## config.mk

```make
export PLATFORM = sky130hd
export DESIGN_NAME = vpu_bg
export DESIGN_NICKNAME = d
export VERILOG_FILES = /design/src/logic/vpu_bg_pkg.sv /design/src/logic/vpu_bg_line_ctrl.sv /design/src/logic/vpu_bg_param_load.sv /design/src/logic/vpu_bg_scroll_stage.sv /design/src/logic/vpu_bg_map_fetch.sv /design/src/logic/vpu_bg_tile_fetch.sv /design/src/logic/vpu_bg_palette_fetch.sv /design/src/logic/vpu_bg_color_merge.sv /design/src/logic/vpu_bg.sv
export SDC_FILE = /design/constraint.sdc
export NUM_CORES = 1
export LEC_CHECK = 0
export CORE_MARGIN = 1
export CORE_UTILIZATION = 35
export DETAILED_ROUTE_END_ITERATION = 16
export DONT_BUFFER_PORTS = 1
export GPL_TIMING_DRIVEN = 1
export PLACE_DENSITY_LB_ADDON = 0.3
export SYNTH_ARGS = -nofsm -noshare
export SYNTH_HDL_FRONTEND = slang
export SYNTH_SLANG_ARGS = --single-unit
```

## constraint.sdc

```tcl
create_clock -name clk -period 7.8 [get_ports clk]
set_input_delay 1.17 -clock clk [delete_from_list [all_inputs] [get_ports clk]]
set_output_delay 1.17 -clock clk [all_outputs]
set_load 0.01 [all_outputs]
```

## src/logic/vpu_bg_pkg.sv

```systemverilog
package vpu_bg_pkg;

  // screen and layer geometry
  localparam int SCREEN_W    = 256;
  localparam int NUM_LAYERS  = 4;
  localparam int PARAM_WORDS = 2;
  localparam int PARAM_BASE  = 640;
  localparam int TILE_PIX    = 8;
  localparam int MAP_COLS    = 64;

  // line sequencing
  localparam int PARAM_LOAD_CYCLES = NUM_LAYERS * PARAM_WORDS + 1;
  localparam int DRAIN_CYCLES      = 5;

  // control word fields (word 0)
  localparam int CTRL_ENABLE   = 31;
  localparam int SCROLL_X_MSB  = 16;
  localparam int SCROLL_X_LSB  = 8;
  localparam int SCROLL_Y_MSB  = 7;
  localparam int SCROLL_Y_LSB  = 0;

  // bank word fields (word 1)
  localparam int TILE_BANK_MSB = 31;
  localparam int TILE_BANK_LSB = 28;
  localparam int MAP_BANK_MSB  = 27;
  localparam int MAP_BANK_LSB  = 24;
  localparam int PAL_MODE      = 6;
  localparam int PAL_BANK_MSB  = 5;
  localparam int PAL_BANK_LSB  = 4;
  localparam int PAL_NO_MSB    = 3;
  localparam int PAL_NO_LSB    = 0;

  // alpha lives in the top byte of a colour
  localparam int ALPHA_LSB     = 24;

  typedef logic [31:0] param_word_t;
  typedef logic [9:0]  param_addr_t;
  typedef logic [8:0]  pix_x_t;
  typedef logic [7:0]  pix_y_t;
  typedef logic [1:0]  layer_t;
  typedef logic [14:0] map_addr_t;
  typedef logic [9:0]  tile_idx_t;
  typedef logic [19:0] tile_addr_t;
  typedef logic [7:0]  pal_idx_t;
  typedef logic [9:0]  pal_addr_t;
  typedef logic [31:0] argb_t;

  typedef enum logic [2:0] {
    IDLE,
    PARAM,
    PIXELS,
    DRAIN,
    DONE
  } line_state_t;

endpackage

```

## src/logic/vpu_bg_line_ctrl.sv

```systemverilog
module vpu_bg_line_ctrl (
  input  logic clk,
  input  logic rst_n,
  input  logic render_req,
  output logic render_ack,
  output logic load_active,
  output logic issue_active,
  input  logic issue_last
);
  import vpu_bg_pkg::*;

  line_state_t state;
  logic [3:0]  phase_cnt;

  always_ff @(posedge clk) begin
    if (!rst_n) begin
      state     <= IDLE;
      phase_cnt <= '0;
    end else begin
      case (state)
        IDLE: begin
          phase_cnt <= '0;
          if (render_req) begin
            state <= PARAM;
          end
        end
        PARAM: begin
          // eight reads, then one cycle for the last word to land
          if (phase_cnt == PARAM_LOAD_CYCLES - 1) begin
            state     <= PIXELS;
            phase_cnt <= '0;
          end else begin
            phase_cnt <= phase_cnt + 1'b1;
          end
        end
        PIXELS: begin
          if (issue_last) begin
            state <= DRAIN;
          end
        end
        DRAIN: begin
          // let the last pixel leave the pipeline
          if (phase_cnt == DRAIN_CYCLES - 1) begin
            state     <= DONE;
            phase_cnt <= '0;
          end else begin
            phase_cnt <= phase_cnt + 1'b1;
          end
        end
        DONE: begin
          if (!render_req) begin
            state <= IDLE;
          end
        end
        default: state <= IDLE;
      endcase
    end
  end

  assign load_active  = (state == PARAM);
  assign issue_active = (state == PIXELS);
  assign render_ack   = (state == DONE);

endmodule

```

## src/logic/vpu_bg_param_load.sv

```systemverilog
module vpu_bg_param_load (
  input  logic                    clk,
  input  logic                    rst_n,
  input  logic                    load_active,
  output logic                    param_en,
  output vpu_bg_pkg::param_addr_t param_addr,
  input  vpu_bg_pkg::param_word_t param_dout,
  output vpu_bg_pkg::param_word_t ctrl_words [vpu_bg_pkg::NUM_LAYERS],
  output vpu_bg_pkg::param_word_t bank_words [vpu_bg_pkg::NUM_LAYERS]
);
  import vpu_bg_pkg::*;

  // read pointer, layer in the upper bits and word in bit 0
  logic [3:0] read_cnt;
  logic       capture;
  logic [2:0] capture_sel;
  layer_t     capture_layer;

  always_ff @(posedge clk) begin
    if (!rst_n) begin
      read_cnt <= '0;
      capture  <= 1'b0;
    end else begin
      capture <= param_en;
      if (!load_active) begin
        read_cnt <= '0;
      end else if (read_cnt != NUM_LAYERS * PARAM_WORDS) begin
        read_cnt <= read_cnt + 1'b1;
      end
    end
  end

  assign param_en   = load_active && (read_cnt < NUM_LAYERS * PARAM_WORDS);
  assign param_addr = param_addr_t'(PARAM_BASE + read_cnt);

  // remember which word the returning data belongs to
  always_ff @(posedge clk) begin
    capture_sel <= read_cnt[2:0];
  end

  assign capture_layer = layer_t'(capture_sel / PARAM_WORDS);

  always_ff @(posedge clk) begin
    if (capture) begin
      if (capture_sel % PARAM_WORDS == 0) begin
        ctrl_words[capture_layer] <= param_dout;
      end else begin
        bank_words[capture_layer] <= param_dout;
      end
    end
  end

endmodule

```

## src/logic/vpu_bg_scroll_stage.sv

```systemverilog
module vpu_bg_scroll_stage (
  input  logic                    clk,
  input  logic                    rst_n,
  input  logic                    issue_active,
  output logic                    issue_last,
  input  vpu_bg_pkg::pix_y_t      line_y,
  input  vpu_bg_pkg::param_word_t ctrl_words [vpu_bg_pkg::NUM_LAYERS],
  input  vpu_bg_pkg::param_word_t bank_words [vpu_bg_pkg::NUM_LAYERS],
  output logic                    s0_valid,
  output vpu_bg_pkg::pix_x_t      s0_x,
  output vpu_bg_pkg::layer_t      s0_layer,
  output logic                    s0_enable,
  output vpu_bg_pkg::pix_x_t      s0_map_x,
  output vpu_bg_pkg::pix_y_t      s0_map_y,
  output vpu_bg_pkg::param_word_t s0_bank_word
);
  import vpu_bg_pkg::*;

  pix_x_t      x;
  layer_t      layer;
  param_word_t ctrl;

  // one layer per cycle, x steps after the top layer
  always_ff @(posedge clk) begin
    if (!rst_n || !issue_active) begin
      x     <= '0;
      layer <= '0;
    end else begin
      layer <= layer + 1'b1;
      if (layer == NUM_LAYERS - 1) begin
        x <= x + 1'b1;
      end
    end
  end

  assign issue_last = issue_active && (x == SCREEN_W - 1) && (layer == NUM_LAYERS - 1);
  assign ctrl       = ctrl_words[layer];

  always_ff @(posedge clk) begin
    if (!rst_n) begin
      s0_valid <= 1'b0;
    end else begin
      s0_valid <= issue_active;
    end
  end

  // scrolled map position wraps at 512 in x and 256 in y
  always_ff @(posedge clk) begin
    s0_x         <= x;
    s0_layer     <= layer;
    s0_enable    <= ctrl[CTRL_ENABLE];
    s0_map_x     <= x - pix_x_t'(ctrl[SCROLL_X_MSB:SCROLL_X_LSB]);
    s0_map_y     <= line_y - pix_y_t'(ctrl[SCROLL_Y_MSB:SCROLL_Y_LSB]);
    s0_bank_word <= bank_words[layer];
  end

endmodule

```

## src/logic/vpu_bg_map_fetch.sv

```systemverilog
module vpu_bg_map_fetch (
  input  logic                    clk,
  input  logic                    rst_n,
  input  logic                    s0_valid,
  input  vpu_bg_pkg::pix_x_t      s0_x,
  input  vpu_bg_pkg::layer_t      s0_layer,
  input  logic                    s0_enable,
  input  vpu_bg_pkg::pix_x_t      s0_map_x,
  input  vpu_bg_pkg::pix_y_t      s0_map_y,
  input  vpu_bg_pkg::param_word_t s0_bank_word,
  output logic                    map_en,
  output vpu_bg_pkg::map_addr_t   map_addr,
  input  vpu_bg_pkg::tile_idx_t   map_dout,
  output logic                    s1_valid,
  output vpu_bg_pkg::pix_x_t      s1_x,
  output vpu_bg_pkg::layer_t      s1_layer,
  output logic                    s1_enable,
  output logic [2:0]              s1_sub_x,
  output logic [2:0]              s1_sub_y,
  output vpu_bg_pkg::tile_idx_t   s1_tile_idx,
  output vpu_bg_pkg::param_word_t s1_bank_word
);
  import vpu_bg_pkg::*;

  logic [5:0] cell_col;
  logic [4:0] cell_row;

  assign cell_col = 6'((s0_map_x / TILE_PIX) % MAP_COLS);
  assign cell_row = 5'(s0_map_y / TILE_PIX);

  assign map_en   = s0_valid;
  assign map_addr = {s0_bank_word[MAP_BANK_MSB:MAP_BANK_LSB], 11'(cell_row * MAP_COLS + cell_col)};

  always_ff @(posedge clk) begin
    if (!rst_n) begin
      s1_valid <= 1'b0;
    end else begin
      s1_valid <= s0_valid;
    end
  end

  // sideband lines up with the map data
  always_ff @(posedge clk) begin
    s1_x         <= s0_x;
    s1_layer     <= s0_layer;
    s1_enable    <= s0_enable;
    s1_sub_x     <= 3'(s0_map_x % TILE_PIX);
    s1_sub_y     <= 3'(s0_map_y % TILE_PIX);
    s1_bank_word <= s0_bank_word;
  end

  assign s1_tile_idx = map_dout;

endmodule

```

## src/logic/vpu_bg_tile_fetch.sv

```systemverilog
module vpu_bg_tile_fetch (
  input  logic                    clk,
  input  logic                    rst_n,
  input  logic                    s1_valid,
  input  vpu_bg_pkg::pix_x_t      s1_x,
  input  vpu_bg_pkg::layer_t      s1_layer,
  input  logic                    s1_enable,
  input  logic [2:0]              s1_sub_x,
  input  logic [2:0]              s1_sub_y,
  input  vpu_bg_pkg::tile_idx_t   s1_tile_idx,
  input  vpu_bg_pkg::param_word_t s1_bank_word,
  output logic                    tile_en,
  output vpu_bg_pkg::tile_addr_t  tile_addr,
  input  vpu_bg_pkg::pal_idx_t    tile_dout,
  output logic                    s2_valid,
  output vpu_bg_pkg::pix_x_t      s2_x,
  output vpu_bg_pkg::layer_t      s2_layer,
  output logic                    s2_enable,
  output vpu_bg_pkg::pal_idx_t    s2_pal_idx,
  output vpu_bg_pkg::param_word_t s2_bank_word
);
  import vpu_bg_pkg::*;

  // 64 pixels per tile, row major
  logic [15:0] tile_offset;

  assign tile_offset = 16'(s1_tile_idx * (TILE_PIX * TILE_PIX))
                     + 16'(s1_sub_y * TILE_PIX)
                     + 16'(s1_sub_x);

  assign tile_en   = s1_valid;
  assign tile_addr = {s1_bank_word[TILE_BANK_MSB:TILE_BANK_LSB], tile_offset};

  always_ff @(posedge clk) begin
    if (!rst_n) begin
      s2_valid <= 1'b0;
    end else begin
      s2_valid <= s1_valid;
    end
  end

  always_ff @(posedge clk) begin
    s2_x         <= s1_x;
    s2_layer     <= s1_layer;
    s2_enable    <= s1_enable;
    s2_bank_word <= s1_bank_word;
  end

  assign s2_pal_idx = tile_dout;

endmodule

```

## src/logic/vpu_bg_palette_fetch.sv

```systemverilog
module vpu_bg_palette_fetch (
  input  logic                    clk,
  input  logic                    rst_n,
  input  logic                    s2_valid,
  input  vpu_bg_pkg::pix_x_t      s2_x,
  input  vpu_bg_pkg::layer_t      s2_layer,
  input  logic                    s2_enable,
  input  vpu_bg_pkg::pal_idx_t    s2_pal_idx,
  input  vpu_bg_pkg::param_word_t s2_bank_word,
  output logic                    pal_en,
  output vpu_bg_pkg::pal_addr_t   pal_addr,
  input  vpu_bg_pkg::argb_t       pal_dout,
  output logic                    s3_valid,
  output vpu_bg_pkg::pix_x_t      s3_x,
  output vpu_bg_pkg::layer_t      s3_layer,
  output logic                    s3_enable,
  output vpu_bg_pkg::argb_t       s3_color
);
  import vpu_bg_pkg::*;

  logic [1:0] pal_bank;
  logic [3:0] pal_no;

  assign pal_bank = s2_bank_word[PAL_BANK_MSB:PAL_BANK_LSB];
  assign pal_no   = s2_bank_word[PAL_NO_MSB:PAL_NO_LSB];

  // mode 1 picks one of 16 sixteen-colour palettes
  always_comb begin
    if (s2_bank_word[PAL_MODE]) begin
      pal_addr = {pal_bank, pal_no, s2_pal_idx[3:0]};
    end else begin
      pal_addr = {pal_bank, s2_pal_idx};
    end
  end

  assign pal_en = s2_valid;

  always_ff @(posedge clk) begin
    if (!rst_n) begin
      s3_valid <= 1'b0;
    end else begin
      s3_valid <= s2_valid;
    end
  end

  always_ff @(posedge clk) begin
    s3_x      <= s2_x;
    s3_layer  <= s2_layer;
    s3_enable <= s2_enable;
  end

  assign s3_color = pal_dout;

endmodule

```

## src/logic/vpu_bg_color_merge.sv

```systemverilog
module vpu_bg_color_merge (
  input  logic               clk,
  input  logic               rst_n,
  input  logic               s3_valid,
  input  vpu_bg_pkg::pix_x_t s3_x,
  input  vpu_bg_pkg::layer_t s3_layer,
  input  logic               s3_enable,
  input  vpu_bg_pkg::argb_t  s3_color,
  output logic               pixel_valid,
  output vpu_bg_pkg::pix_x_t pixel_x,
  output vpu_bg_pkg::argb_t  pixel_color
);
  import vpu_bg_pkg::*;

  argb_t dst;
  argb_t base;
  argb_t merged;

  // one layer over the running destination
  function automatic argb_t blend(argb_t under, argb_t src);
    logic [7:0]  alpha;
    logic [15:0] mix;
    argb_t       res;
    alpha = src[ALPHA_LSB +: 8];
    res   = under;
    if (alpha == 8'd255) begin
      res = src;
    end else if (alpha != 8'd0) begin
      for (int c = 0; c < 3; c++) begin
        mix = under[8*c +: 8] * (8'd255 - alpha) + src[8*c +: 8] * alpha;
        res[8*c +: 8] = mix[15:8];
      end
      res[ALPHA_LSB +: 8] = 8'((9'(under[ALPHA_LSB +: 8]) + 9'(alpha)) >> 1);
    end
    return res;
  endfunction

  // layer 0 starts from transparent black
  assign base   = (s3_layer == '0) ? '0 : dst;
  assign merged = s3_enable ? blend(base, s3_color) : base;

  always_ff @(posedge clk) begin
    if (s3_valid) begin
      dst <= merged;
    end
  end

  always_ff @(posedge clk) begin
    if (!rst_n) begin
      pixel_valid <= 1'b0;
    end else begin
      pixel_valid <= s3_valid && (s3_layer == NUM_LAYERS - 1);
    end
  end

  // finished pixel after the top layer
  always_ff @(posedge clk) begin
    if (s3_valid && (s3_layer == NUM_LAYERS - 1)) begin
      pixel_x     <= s3_x;
      pixel_color <= merged;
    end
  end

endmodule

```

## src/logic/vpu_bg.sv

```systemverilog
module vpu_bg (
  input  logic                    clk,
  input  logic                    rst_n,
  input  logic                    render_req,
  output logic                    render_ack,
  input  vpu_bg_pkg::pix_y_t      line_y,
  output logic                    param_en,
  output vpu_bg_pkg::param_addr_t param_addr,
  input  vpu_bg_pkg::param_word_t param_dout,
  output logic                    map_en,
  output vpu_bg_pkg::map_addr_t   map_addr,
  input  vpu_bg_pkg::tile_idx_t   map_dout,
  output logic                    tile_en,
  output vpu_bg_pkg::tile_addr_t  tile_addr,
  input  vpu_bg_pkg::pal_idx_t    tile_dout,
  output logic                    pal_en,
  output vpu_bg_pkg::pal_addr_t   pal_addr,
  input  vpu_bg_pkg::argb_t       pal_dout,
  output logic                    pixel_valid,
  output vpu_bg_pkg::pix_x_t      pixel_x,
  output vpu_bg_pkg::argb_t       pixel_color
);
  import vpu_bg_pkg::*;

  // sequencing
  logic        load_active;
  logic        issue_active;
  logic        issue_last;

  // per-layer parameters for the current line
  param_word_t ctrl_words [NUM_LAYERS];
  param_word_t bank_words [NUM_LAYERS];

  // scroll stage out
  logic        s0_valid;
  pix_x_t      s0_x;
  layer_t      s0_layer;
  logic        s0_enable;
  pix_x_t      s0_map_x;
  pix_y_t      s0_map_y;
  param_word_t s0_bank_word;

  // map data stage
  logic        s1_valid;
  pix_x_t      s1_x;
  layer_t      s1_layer;
  logic        s1_enable;
  logic [2:0]  s1_sub_x;
  logic [2:0]  s1_sub_y;
  tile_idx_t   s1_tile_idx;
  param_word_t s1_bank_word;

  // tile data stage
  logic        s2_valid;
  pix_x_t      s2_x;
  layer_t      s2_layer;
  logic        s2_enable;
  pal_idx_t    s2_pal_idx;
  param_word_t s2_bank_word;

  // palette data stage
  logic        s3_valid;
  pix_x_t      s3_x;
  layer_t      s3_layer;
  logic        s3_enable;
  argb_t       s3_color;

  vpu_bg_line_ctrl     u_line_ctrl     (.*);
  vpu_bg_param_load    u_param_load    (.*);
  vpu_bg_scroll_stage  u_scroll_stage  (.*);
  vpu_bg_map_fetch     u_map_fetch     (.*);
  vpu_bg_tile_fetch    u_tile_fetch    (.*);
  vpu_bg_palette_fetch u_palette_fetch (.*);
  vpu_bg_color_merge   u_color_merge   (.*);

endmodule

```

### Word-level counts from Yosys, hierarchy flattened

Index checks and enable logic that the tools add are counted.

| storage, ports and cells | value |
|---|---|
| flip-flop bits (word level) | 502 |
| output and inout bits | 102 |
| logic and storage cells | 127 |
| input bits | 93 |

| cells by class | value |
|---|---|
| eq/ne operators | 16 |
| reductions and logical operators | 17 |
| multiplexer cells | 24 |
| multiply operators | 6 |
| bitwise operators | 3 |
| magnitude comparators | 4 |
| add/sub/neg operators | 15 |

Operators with widths:

| cell | count |
|---|---|
| $mux 32 | 9 |
| $bwmux 128 | 2 |
| $bmux 32 s2 | 2 |
| $demux 32 s2 | 1 |
| $add 16x16->16 | 3 |
| $mul 8x8->16 | 3 |
| $logic_not 32->1 | 1 |
| $mul 9x9->16 | 2 |
| $add 16x3->16 | 1 |
| $add 16x6->16 | 1 |
| $mul 8x16->16 | 1 |
| $mux 3 | 5 |
| $pmux 3 s5 | 1 |
| $pmux 4 s3 | 1 |
| $add 11x6->11 | 1 |
| $add 10x4->10 const A | 1 |
| $add 8x8->9 | 1 |
| $add 9x1->9 const B | 1 |
| $eq 9x8->1 const B | 1 |
| $sub 8x8->9 const A | 1 |
| $sub 9x9->9 | 1 |
| $add 4x1->4 const B | 2 |
| $eq 8x8->1 const B | 1 |
| $mux 4 | 2 |
| 26 further kinds | 40 |

### Longest topological paths before layout

Gate-level depths: netlist (run 1).

| logic depth | value |
|---|---|
| word-level depth | 7 |
| mapped depth | 24 |
| depth with buffers taken out | 21 |

### Hierarchy

A second synthesis (run 1) with hierarchy kept.

| second synthesis, totals | value |
|---|---|
| cells, all modules | 2481 |
| area total of the unflattened synthesis | 30839.6 µm² |

By module, submodules not included:

| module | instances | sequential area each (µm²) | cells each | area each (µm²) |
|---|---|---|---|---|
| vpu_bg_color_merge | 1 | 2212.1 | 1652 | 15741.3 |
| vpu_bg_param_load | 1 | 7847.5 | 304 | 8084.0 |
| vpu_bg_scroll_stage | 1 | 1461.4 | 265 | 3629.7 |
| vpu_bg_map_fetch | 1 | 1021.0 | 78 | 1222.4 |
| vpu_bg_tile_fetch | 1 | 900.9 | 75 | 1124.8 |
| vpu_bg_palette_fetch | 1 | 260.2 | 57 | 604.3 |
| vpu_bg_line_ctrl | 1 | 140.1 | 50 | 432.9 |

### Least setup slack after synthesis (run 1)

Ideal clock, no wire load.

| path | value |
|---|---|
| kind | input port to flip-flop |
| from | input pal_dout[29] |
| to | register u_color_merge.dst[14], data pin |
| data arrival time | 6.167 ns |
| path buffers | 2 |
| setup slack | 1.354 ns |
| setup time | 0.279 ns |
| stages on the path | 20 |
| data required time | 7.521 ns |
| cell sequence | clkbuf_1 -> clkbuf_1 -> nor2_1 -> fa_1 -> inv_1 -> fa_1 -> inv_1 -> fa_1 -> fa_1 -> fa_1 -> inv_1 -> fa_1 -> inv_1 -> ha_1 -> a21oi_1 -> o21ai_1 -> a31oi_2 -> a21oi_2 -> a211oi_1 -> o221ai_1 |

| between the ends | value |
|---|---|
| cells in the longest elaborated chain, start to end | 6 |
| elaborated cells on any way between the ends | 9 |
| those cells by class | add/sub: 2; mul: 2; eq/ne: 1; mux: 3; reduce/logical: 1 |

Ends and longest elaborated chain:

| element | RTL line | source |
|---|---|---|
| start: declaration | vpu_bg.sv:18 | `input vpu_bg_pkg::argb_t pal_dout,` |
| $sub 8x8->9 | vpu_bg_color_merge.sv:30 | `mix = under[8*c +: 8] * (8'd255 - alpha) + src[8*c +: 8] * alpha;` |
| $mul 9x9->16 | vpu_bg_color_merge.sv:30 |  |
| $add 16x16->16 | vpu_bg_color_merge.sv:30 |  |
| $mux 32 | vpu_bg_color_merge.sv:28 | `end else if (alpha != 8'd0) begin` |
| $mux 32 * | vpu_bg_color_merge.sv:26 | `if (alpha == 8'd255) begin` |
| $mux 32 * | vpu_bg_color_merge.sv:40 | `assign merged = s3_enable ? blend(base, s3_color) : base;` |
| net u_color_merge.merged[14] | vpu_bg_color_merge.sv:17 | `argb_t merged;` |
| end signal: assignment | vpu_bg_color_merge.sv:44 | `dst <= merged;` |
| end: declaration | vpu_bg_color_merge.sv:15 | `argb_t dst;` |

The timed path passes the listed nets; every way through them passes the cells marked *.
A chain may end at the register's enable or synchronous reset.

### Worst setup path after layout (run 1)

| path | value |
|---|---|
| from | register u_palette_fetch.s3_layer[0] |
| to | register u_color_merge.pixel_color[12], data pin |

| between the ends | value |
|---|---|
| cells in the longest elaborated chain, start to end | 7 |

Ends and longest elaborated chain:

| element | RTL line | source |
|---|---|---|
| start: declaration | vpu_bg_palette_fetch.sv:15 | `output vpu_bg_pkg::layer_t s3_layer,` |
| start signal: assignment | vpu_bg_palette_fetch.sv:48 | `s3_layer <= s2_layer;` |
| $logic_not 2->1 * | vpu_bg_color_merge.sv:39 | `assign base = (s3_layer == '0) ? '0 : dst;` |
| $mux 32 * | vpu_bg_color_merge.sv:39 |  |
| $mul 9x9->16 | vpu_bg_color_merge.sv:30 |  |
| $add 16x16->16 | vpu_bg_color_merge.sv:30 |  |
| $mux 32 | vpu_bg_color_merge.sv:28 |  |
| $mux 32 | vpu_bg_color_merge.sv:26 |  |
| $mux 32 * | vpu_bg_color_merge.sv:40 |  |
| net u_color_merge.merged[12] | vpu_bg_color_merge.sv:17 |  |
| end signal: assignment | vpu_bg_color_merge.sv:60 | `pixel_color <= merged;` |
| end: declaration | vpu_bg_color_merge.sv:11 | `output vpu_bg_pkg::argb_t pixel_color` |

Marks and branches as above.

==> results.sh, run 1 <==
export IMPL_outcome="finished clean"
export IMPL_finalWorstSetupSlack_ns=0.881
export IMPL_layout_cells_non_filler=3143
export IMPL_rsz0062_at_grt="no"
export IMPL_cts_sinks=340
export IMPL_p_comb_share_pct=37.8
export IMPL_powerDensity_nw_per_um2=230
export IMPL_dr_pass1_iters=5
export IMPL_dr_max_layer_used="met4"
export IMPL_hold_violations=0
export IMPL_clockPowerShare_pct=29.6
export IMPL_min_delay_start="u_map_fetch.s1_x[4]$_DFF_P_"
export IMPL_skew_ns=0.0289
export IMPL_coreArea_um2=70400
export IMPL_ir_drop_mv=0.243
export IMPL_drive_gt1_share_pct=10.9
export IMPL_overflow=0
export IMPL_dp_hpwl_um=40400
export IMPL_clockBufferDepth=3
export IMPL_switching_share_pct=34.9
export IMPL_dr_wl_met2_um=27300
export IMPL_min_path_cells=0
export IMPL_path_clk_slew_ns=0.06
export IMPL_p_sw_mw=2.18
export IMPL_endpoint_kind="flop"
export IMPL_via_per_inst=4.77
export IMPL_ys_seq_area_share_pct=35.4
export IMPL_cp_start_kind="flop"
export IMPL_dp_cells=3067
export IMPL_dr_total_vias=15000
export IMPL_syn_area_per_cell_um2=11.3
export IMPL_dieArea_um2=72600
export IMPL_die_h_um=269
export IMPL_critical_path_class="flop to flop"
export IMPL_gp_congestion=0.835
export IMPL_synth_async_reset_ratio_pct=0
export IMPL_ys_types=72
export IMPL_ys_flop_type="edfxtp_1"
export IMPL_ios=195
export IMPL_place_worst_setup_slack_ns=0.897
export IMPL_route_met3_wl_um=4030
export IMPL_ys_warn_count=0
export IMPL_wirelength_um=56800
export IMPL_grt_max_degree=52
export IMPL_worst_path_max_fanout=37
export IMPL_area_growth_pct=8.26
export IMPL_min_path_type="flop to flop"
export IMPL_reg2reg_slack_ns=0.88
export IMPL_antenna_found_initial=2
export IMPL_root_buffer="clkbuf_16"
export IMPL_insertion_delay_ns=0.57
export IMPL_portBuffers=0
export IMPL_cp_data_required_time_ns=8.11
export IMPL_nets=2769
export IMPL_cap_viol_max_count=0
export IMPL_grt_pass1_wl_um=91600
export IMPL_tightestPinTransition_ns=0.979
export IMPL_setup_violations_final=0
export IMPL_rows=97
export IMPL_cts_hold_buf=0
export IMPL_grt_pass1_vias=16400
export IMPL_drt_initial_drc_count=708
export IMPL_crit_path_start="u_palette_fetch.s3_layer[0]$_DFF_P_"
export IMPL_cts_resized_gates=0
export IMPL_die_w_um=269
export IMPL_synth_area_um2=25000
export IMPL_relSlewSlack_pct=34.6
export IMPL_post_cts_buffers=0
export IMPL_fin_crit_ns=6.92
export IMPL_rr_endpoint="u_color_merge.pixel_color[12]$_DFFE_PP_"
export IMPL_drc_errors=0
export IMPL_worstHoldEndpoint="u_tile_fetch.s2_x[4]$_DFF_P_"
export IMPL_setup_tns_ns=0
export IMPL_synthCells=2212
export IMPL_p_leak_nw=11.9
export IMPL_grt_usage_pct=16.1
export IMPL_finalPower_mw=6.24
export IMPL_antenna_left=0
export IMPL_htreeDepth=2
export IMPL_pwr_share_seq_pct=32.7
export IMPL_initial_core_util_pct=35.6
export IMPL_final_max_slew_viol_count=0
export IMPL_yosys_register_bits=340
export IMPL_synth_edf_count=205
export IMPL_wl_per_cell_um=18.1
export IMPL_met1_length_um=24200
export IMPL_p_int_mw=4.06
export IMPL_r2r_start="u_palette_fetch.s3_layer[0]$_DFF_P_"
export IMPL_rr_worst_depth=19
export IMPL_cp_arrival_ns=7.23
export IMPL_cts_tree="built"
export IMPL_period_share_pct=88.7
export IMPL_numCtsBuffers=40
export IMPL_max_freq_mhz=145
stage by stage:
stage                     hold slack [ns]  util (%)  instance area [um2]
after CTS                           0.323      38.5                27100
after detailed placement            0.312      36.6                25800
final                               0.308      38.5                27100
after global placement              0.312      36.6                25800
after global routing                0.325      38.5                27100
after floorplan                     0.310         -                25000
layout by cell type (no fill, tap or decap), types with 9 or more instances in the layout:
master,Yosys,final
a21oi_1,31,31
a221oi_2,19,19
and2_1,148,148
buf_4,42,23
clkbuf_1,48,14
clkbuf_16,0,40
dfxtp_1,135,132
edfxtp_1,205,205
fa_1,286,286
ha_1,221,221
inv_1,410,410
mux4_2,33,33
nand2_1,108,108
nand3_1,26,26
nor2_1,170,170
nor2b_1,10,10
nor3_1,11,9
o21ai_0,16,16
o21ai_1,9,9
or2_2,78,79
xnor2_1,41,41
xor2_1,18,18
power groups by stage:
| stage | clock network (mW) | logic, mW | registers, mW |
|---|---|---|---|
| after floorplan | 0 | 1.88 | 2.05 |
| after global placement | 0 | 2.32 | 2.08 |
| after detailed placement | 0 | 2.35 | 2.08 |
| after CTS | 1.91 | 2.38 | 2.04 |
| after global routing | 1.98 | 2.70 | 2.04 |
| final | 1.84 | 2.36 | 2.04 |
state kept, by name, summed over array words and instances (netlist names), 7 cells and up:
| signal | cells |
|---|---|
| u_scroll_stage.s0_map_y | 8 |
| u_scroll_stage.s0_bank_word | 15 |
| u_palette_fetch.s3_x | 9 |
| u_tile_fetch.s2_bank_word | 7 |
| u_map_fetch.s1_bank_word | 11 |
| u_color_merge.pixel_x | 9 |
| u_scroll_stage.s0_map_x | 9 |
| u_color_merge.pixel_color | 32 |
| u_scroll_stage.s0_x | 9 |
| u_scroll_stage.x | 9 |
| u_param_load.bank_words | 60 |
| u_color_merge.dst | 32 |
| u_tile_fetch.s2_x | 9 |
| u_param_load.ctrl_words | 72 |
| u_map_fetch.s1_x | 9 |
cell usage after synthesis, types with 6 or more instances:
cell / instances / share of area, %
nand3_1: 26 / 0.52
buf_2: 11 / 0.22
nand4_1: 7 / 0.17
a221oi_2: 19 / 1.1
o21a_1: 7 / 0.21
and3_1: 7 / 0.17
nand2_1: 108 / 1.6
nor2b_1: 10 / 0.25
or2_2: 78 / 1.9
nand2b_1: 8 / 0.20
and2_1: 148 / 3.7
xnor2_1: 41 / 1.4
edfxtp_1: 205 / 25
dfxtp_1: 135 / 11
xor2_1: 18 / 0.63
o21ai_0: 16 / 0.32
inv_1: 410 / 6.1
buf_4: 42 / 1.3
a211oi_1: 8 / 0.24
clkbuf_1: 48 / 0.72
o21ai_1: 9 / 0.18
mux4_2: 33 / 3.0
a21o_1: 6 / 0.18
fa_1: 286 / 23
a21oi_1: 31 / 0.62
nor2_1: 170 / 2.5
buf_6: 6 / 0.27
nor3_1: 11 / 0.22
a31oi_1: 6 / 0.15
ha_1: 221 / 11
worst max path at each step:
stage	endpoint	slack [ns]
after floorplan	u_color_merge.dst[14]$_DFFE_PP_	1.35
after global placement	u_color_merge.pixel_color[4]$_DFFE_PP_	0.94
after detailed placement	u_color_merge.pixel_color[4]$_DFFE_PP_	0.90
after CTS	u_color_merge.pixel_color[4]$_DFFE_PP_	0.88
after global routing	u_color_merge.pixel_color[13]$_DFFE_PP_	0.52
final	u_color_merge.pixel_color[12]$_DFFE_PP_	0.88
cell type report:
class                   instances  area (um2)
repair buffers                 23         173
fillers                      6924       43300
inverters                     411        1540
well taps                     940        1180
clock buffers                  63        1160
clock inverters                11         159
multi-input cells            1353       14000
flip-flops and latches        340        8860
diodes                          2        5.00
worst max-delay path: stages (launching register included):
cell and delay (ns):
dfxtp_1 0.31, or2_2 0.61, nand2_1 0.41, or2_2 0.40, fa_1 0.50, fa_1 0.56
inv_1 0.05, fa_1 0.48, fa_1 0.50, fa_1 0.51, inv_1 0.05, fa_1 0.48
inv_1 0.05, ha_1 0.33, a21oi_1 0.23, o211ai_2 0.16, a31oi_2 0.33, o21bai_1 0.13
xnor2_1 0.14, a221oi_2 0.43
kinds of logic after synthesis:
group | Yosys count | share of synthesized area [%]
compound gates | 145 | 4.58
xor+xnor | 59 | 2.06
fa+ha+maj | 507 | 33.9
buf+inv | 523 | 8.71
flops | 340 | 35.4
mux | 40 | 3.27
other cells | 2 | 0.0300
simple gates | 596 | 12.0
routing by layer:
metal | vias up | GRT usage [%]
li1 | 6933 | -
met1 | 7590 | 20.8
met2 | 409 | 27.2
met3 | 72 | 3.55
met4 | 0 | 4.28
met5 | - | 0
Note: power is estimated with default switching activity, not from simulation.
==> run 2, diff against run 1 <==
CAP_MARGIN = 20   (was not set)
CORE_ASPECT_RATIO = 0.9   (was not set)
==> run 2 against run 1 <==
  * Cell count decreased by 0.16%
  * Via count increased by 0.11%
  * Flip-flop and latch count unchanged
  * Setup slack got worse by 0.080 ns
  * Global-route usage increased by 0.088 points
  * Die area about the same
  * Register-to-register slack got worse by 0.08 ns
  * Count of clock-buffer cells in the layout decreased by 10
  * Final area about the same
  * Sequential share of layout area about the same
  * Core utilization about the same
  * Critical path type unchanged
  * Highest routed layer unchanged
==> results.sh, run 2 (same netlist as run 1, synthesis figures left out) <==
export IMPL_crit_family="adder cells"
export IMPL_period_share_pct=89.7
export IMPL_ios=195
export IMPL_initial_core_util_pct=35.6
export IMPL_skew_ns=0.0255
export IMPL_n_fill_cell=6848
export IMPL_cts_resized_gates=0
export IMPL_gp_congestion=0.859
export IMPL_crit_chain="or2_2 -> nand2_1 -> or2_2 -> fa_1 -> fa_1 -> inv_1 -> fa_1 -> fa_1 -> fa_1 -> inv_1 -> fa_1 -> inv_1 -> ha_1 -> a21oi_1 -> o21ai_1 -> a31oi_2 -> a21oi_2 -> xnor2_1 -> a221oi_2"
export IMPL_wirelength_um=57200
export IMPL_dp_cells=3062
export IMPL_drc_errors=0
export IMPL_top_regs="u_param_load.ctrl_words: 72 flops, u_param_load.bank_words: 60 flops"
export IMPL_crit_path_frequent_cell="fa_1"
export IMPL_clockBufferDepth=3
export IMPL_dieArea_um2=72600
export IMPL_fin_crit_ns=7.00
export IMPL_switching_share_pct=35.2
export IMPL_setup_tns_ns=0
export IMPL_largest_register="u_param_load.ctrl_words"
export IMPL_max_freq_mhz=143
export IMPL_final_common_cell="inv_1"
export IMPL_final_max_slew_viol_count=0
export IMPL_p_comb_share_pct=37.3
export IMPL_cp_data_required_time_ns=8.10
export IMPL_critPathCapture="u_color_merge.pixel_color[13]$_DFFE_PP_"
export IMPL_cp_slowest_cell="or2_2"
export IMPL_utilization_pct=38.5
export IMPL_cts_hold_buf=0
export IMPL_nets=2764
export IMPL_p_int_mw=4.07
export IMPL_min_path_type="flop to flop"
export IMPL_seqCellArea_um2=8860
export IMPL_outcome="finished clean"
export IMPL_r2r_start="u_palette_fetch.s3_layer[1]$_DFF_P_"
export IMPL_multi_input_area_um2=14000
export IMPL_numCtsBuffers=40
export IMPL_die_w_um=284
export IMPL_drive_gt1_share_pct=10.9
export IMPL_antenna_left=0
export IMPL_crit_cells=19
export IMPL_grt_max_degree=52
export IMPL_rows=92
export IMPL_rr_worst_depth=19
export IMPL_wl_per_cell_um=18.2
export IMPL_portBuffers=0
export IMPL_min_delay_start="u_tile_fetch.s2_x[4]$_DFF_P_"
export IMPL_cts_tree="built"
export IMPL_largest_register_ffs=72
export IMPL_htreeDepth=2
export IMPL_path_clk_slew_ns=0.06
export IMPL_reg2reg_slack_ns=0.80
export IMPL_p_leak_nw=11.9
export IMPL_hold_violations=0
export IMPL_crit_path_start="u_palette_fetch.s3_layer[1]$_DFF_P_"
export IMPL_root_buffer="clkbuf_16"
export IMPL_ir_drop_mv=0.178
export IMPL_grt_pass1_wl_um=92100
export IMPL_rsz0062_at_grt="no"
export IMPL_max_stage_delay_ns=0.69
export IMPL_dr_total_vias=15000
export IMPL_critPathBufInv=3
export IMPL_layout_cells_non_filler=3138
export IMPL_critical_path_class="flop to flop"
export IMPL_grt_usage_pct=16.2
export IMPL_dr_pass1_iters=5
export IMPL_die_h_um=256
export IMPL_cap_viol_max_count=0
export IMPL_setup_violations_final=0
export IMPL_rr_endpoint="u_color_merge.pixel_color[13]$_DFFE_PP_"
export IMPL_cp_arrival_ns=7.30
export IMPL_pwr_share_seq_pct=32.5
export IMPL_relSlewSlack_pct=33.5
export IMPL_endpoint_kind="flop"
export IMPL_area_growth_pct=8.22
export IMPL_dp_hpwl_um=40600
export IMPL_p_sw_mw=2.21
export IMPL_clockPowerShare_pct=30.2
export IMPL_coreArea_um2=70300
export IMPL_min_path_cells=0
export IMPL_final_cell_mix="410 x inv_1, 286 x fa_1, 221 x ha_1"
export IMPL_insertion_delay_ns=0.57
export IMPL_cts_sinks=340
export IMPL_powerDensity_nw_per_um2=232
export IMPL_antenna_found_initial=2
export IMPL_post_cts_buffers=0
export IMPL_via_per_inst=4.79
export IMPL_tightestPinTransition_ns=0.998
export IMPL_overflow=0
export IMPL_grt_pass1_vias=16400
export IMPL_cp_start_kind="flop"
export IMPL_worst_path_max_fanout=43
export IMPL_drt_initial_drc_count=910
run 2: cell count changes in the layout (fill, tap and decap cells not counted), sizes merged:
cell | before | now
clkinvlp | 0 | 5
buf | 23 | 18
bufinv | 1 | 2
clkinv | 10 | 13
clkbuf | 63 | 53
inv | 411 | 412
run 2: routing by layer:
metal | vias to the layer above | global-route usage, % | routed length, um
li1 | 6923 | - | -
met1 | 7656 | 21.5 | 25200
met2 | 375 | 26.7 | 26900
met3 | 67 | 4.06 | 4110
met4 | 0 | 3.23 | 947
met5 | - | 0 | 0
run 2: worst min-delay path by stage:
stage | to | slack, ns
floorplan | u_map_fetch.s1_bank_word[0]$_DFF_P_ | 0.31
global placement | u_map_fetch.s1_layer[1]$_DFF_P_ | 0.31
detailed placement | u_map_fetch.s1_x[1]$_DFF_P_ | 0.31
CTS | u_palette_fetch.s3_x[4]$_DFF_P_ | 0.32
global route | u_palette_fetch.s3_x[4]$_DFF_P_ | 0.32
finish | u_palette_fetch.s3_x[4]$_DFF_P_ | 0.32
run 2: final cells by class:
cell class / count / area share, %
Inverter: 411 / 5.70
Timing Repair Buffer: 18 / 0.499
Sequential cell: 340 / 32.7
Clock inverter: 21 / 0.905
Multi-Input combinational cell: 1353 / 51.7
Clock buffer: 53 / 4.07
Tap cell: 940 / 4.34
Antenna cell: 2 / 0.0185
run 2: power by group through the flow:
stage	Combinational, mW	Clock [mW]	Sequential (mW)
final	2.34	1.89	2.04
after floorplan	1.88	0	2.05
after CTS	2.37	1.97	2.04
after global routing	2.69	2.02	2.05
after global placement	2.31	0	2.08
after detailed placement	2.35	0	2.08
run 2: metrics by stage:
step | total power [mW] | cell area [um2] | hold WS, ns | setup WS (ns)
detailed placement | 4.43 | 25700 | 0.312 | 0.841
global route | 6.76 | 27100 | 0.324 | 0.482
CTS | 6.38 | 27100 | 0.318 | 0.821
floorplan | 3.94 | 25000 | 0.310 | 1.35
finish | 6.28 | 27100 | 0.321 | 0.801
global placement | 4.39 | 25700 | 0.311 | 0.900
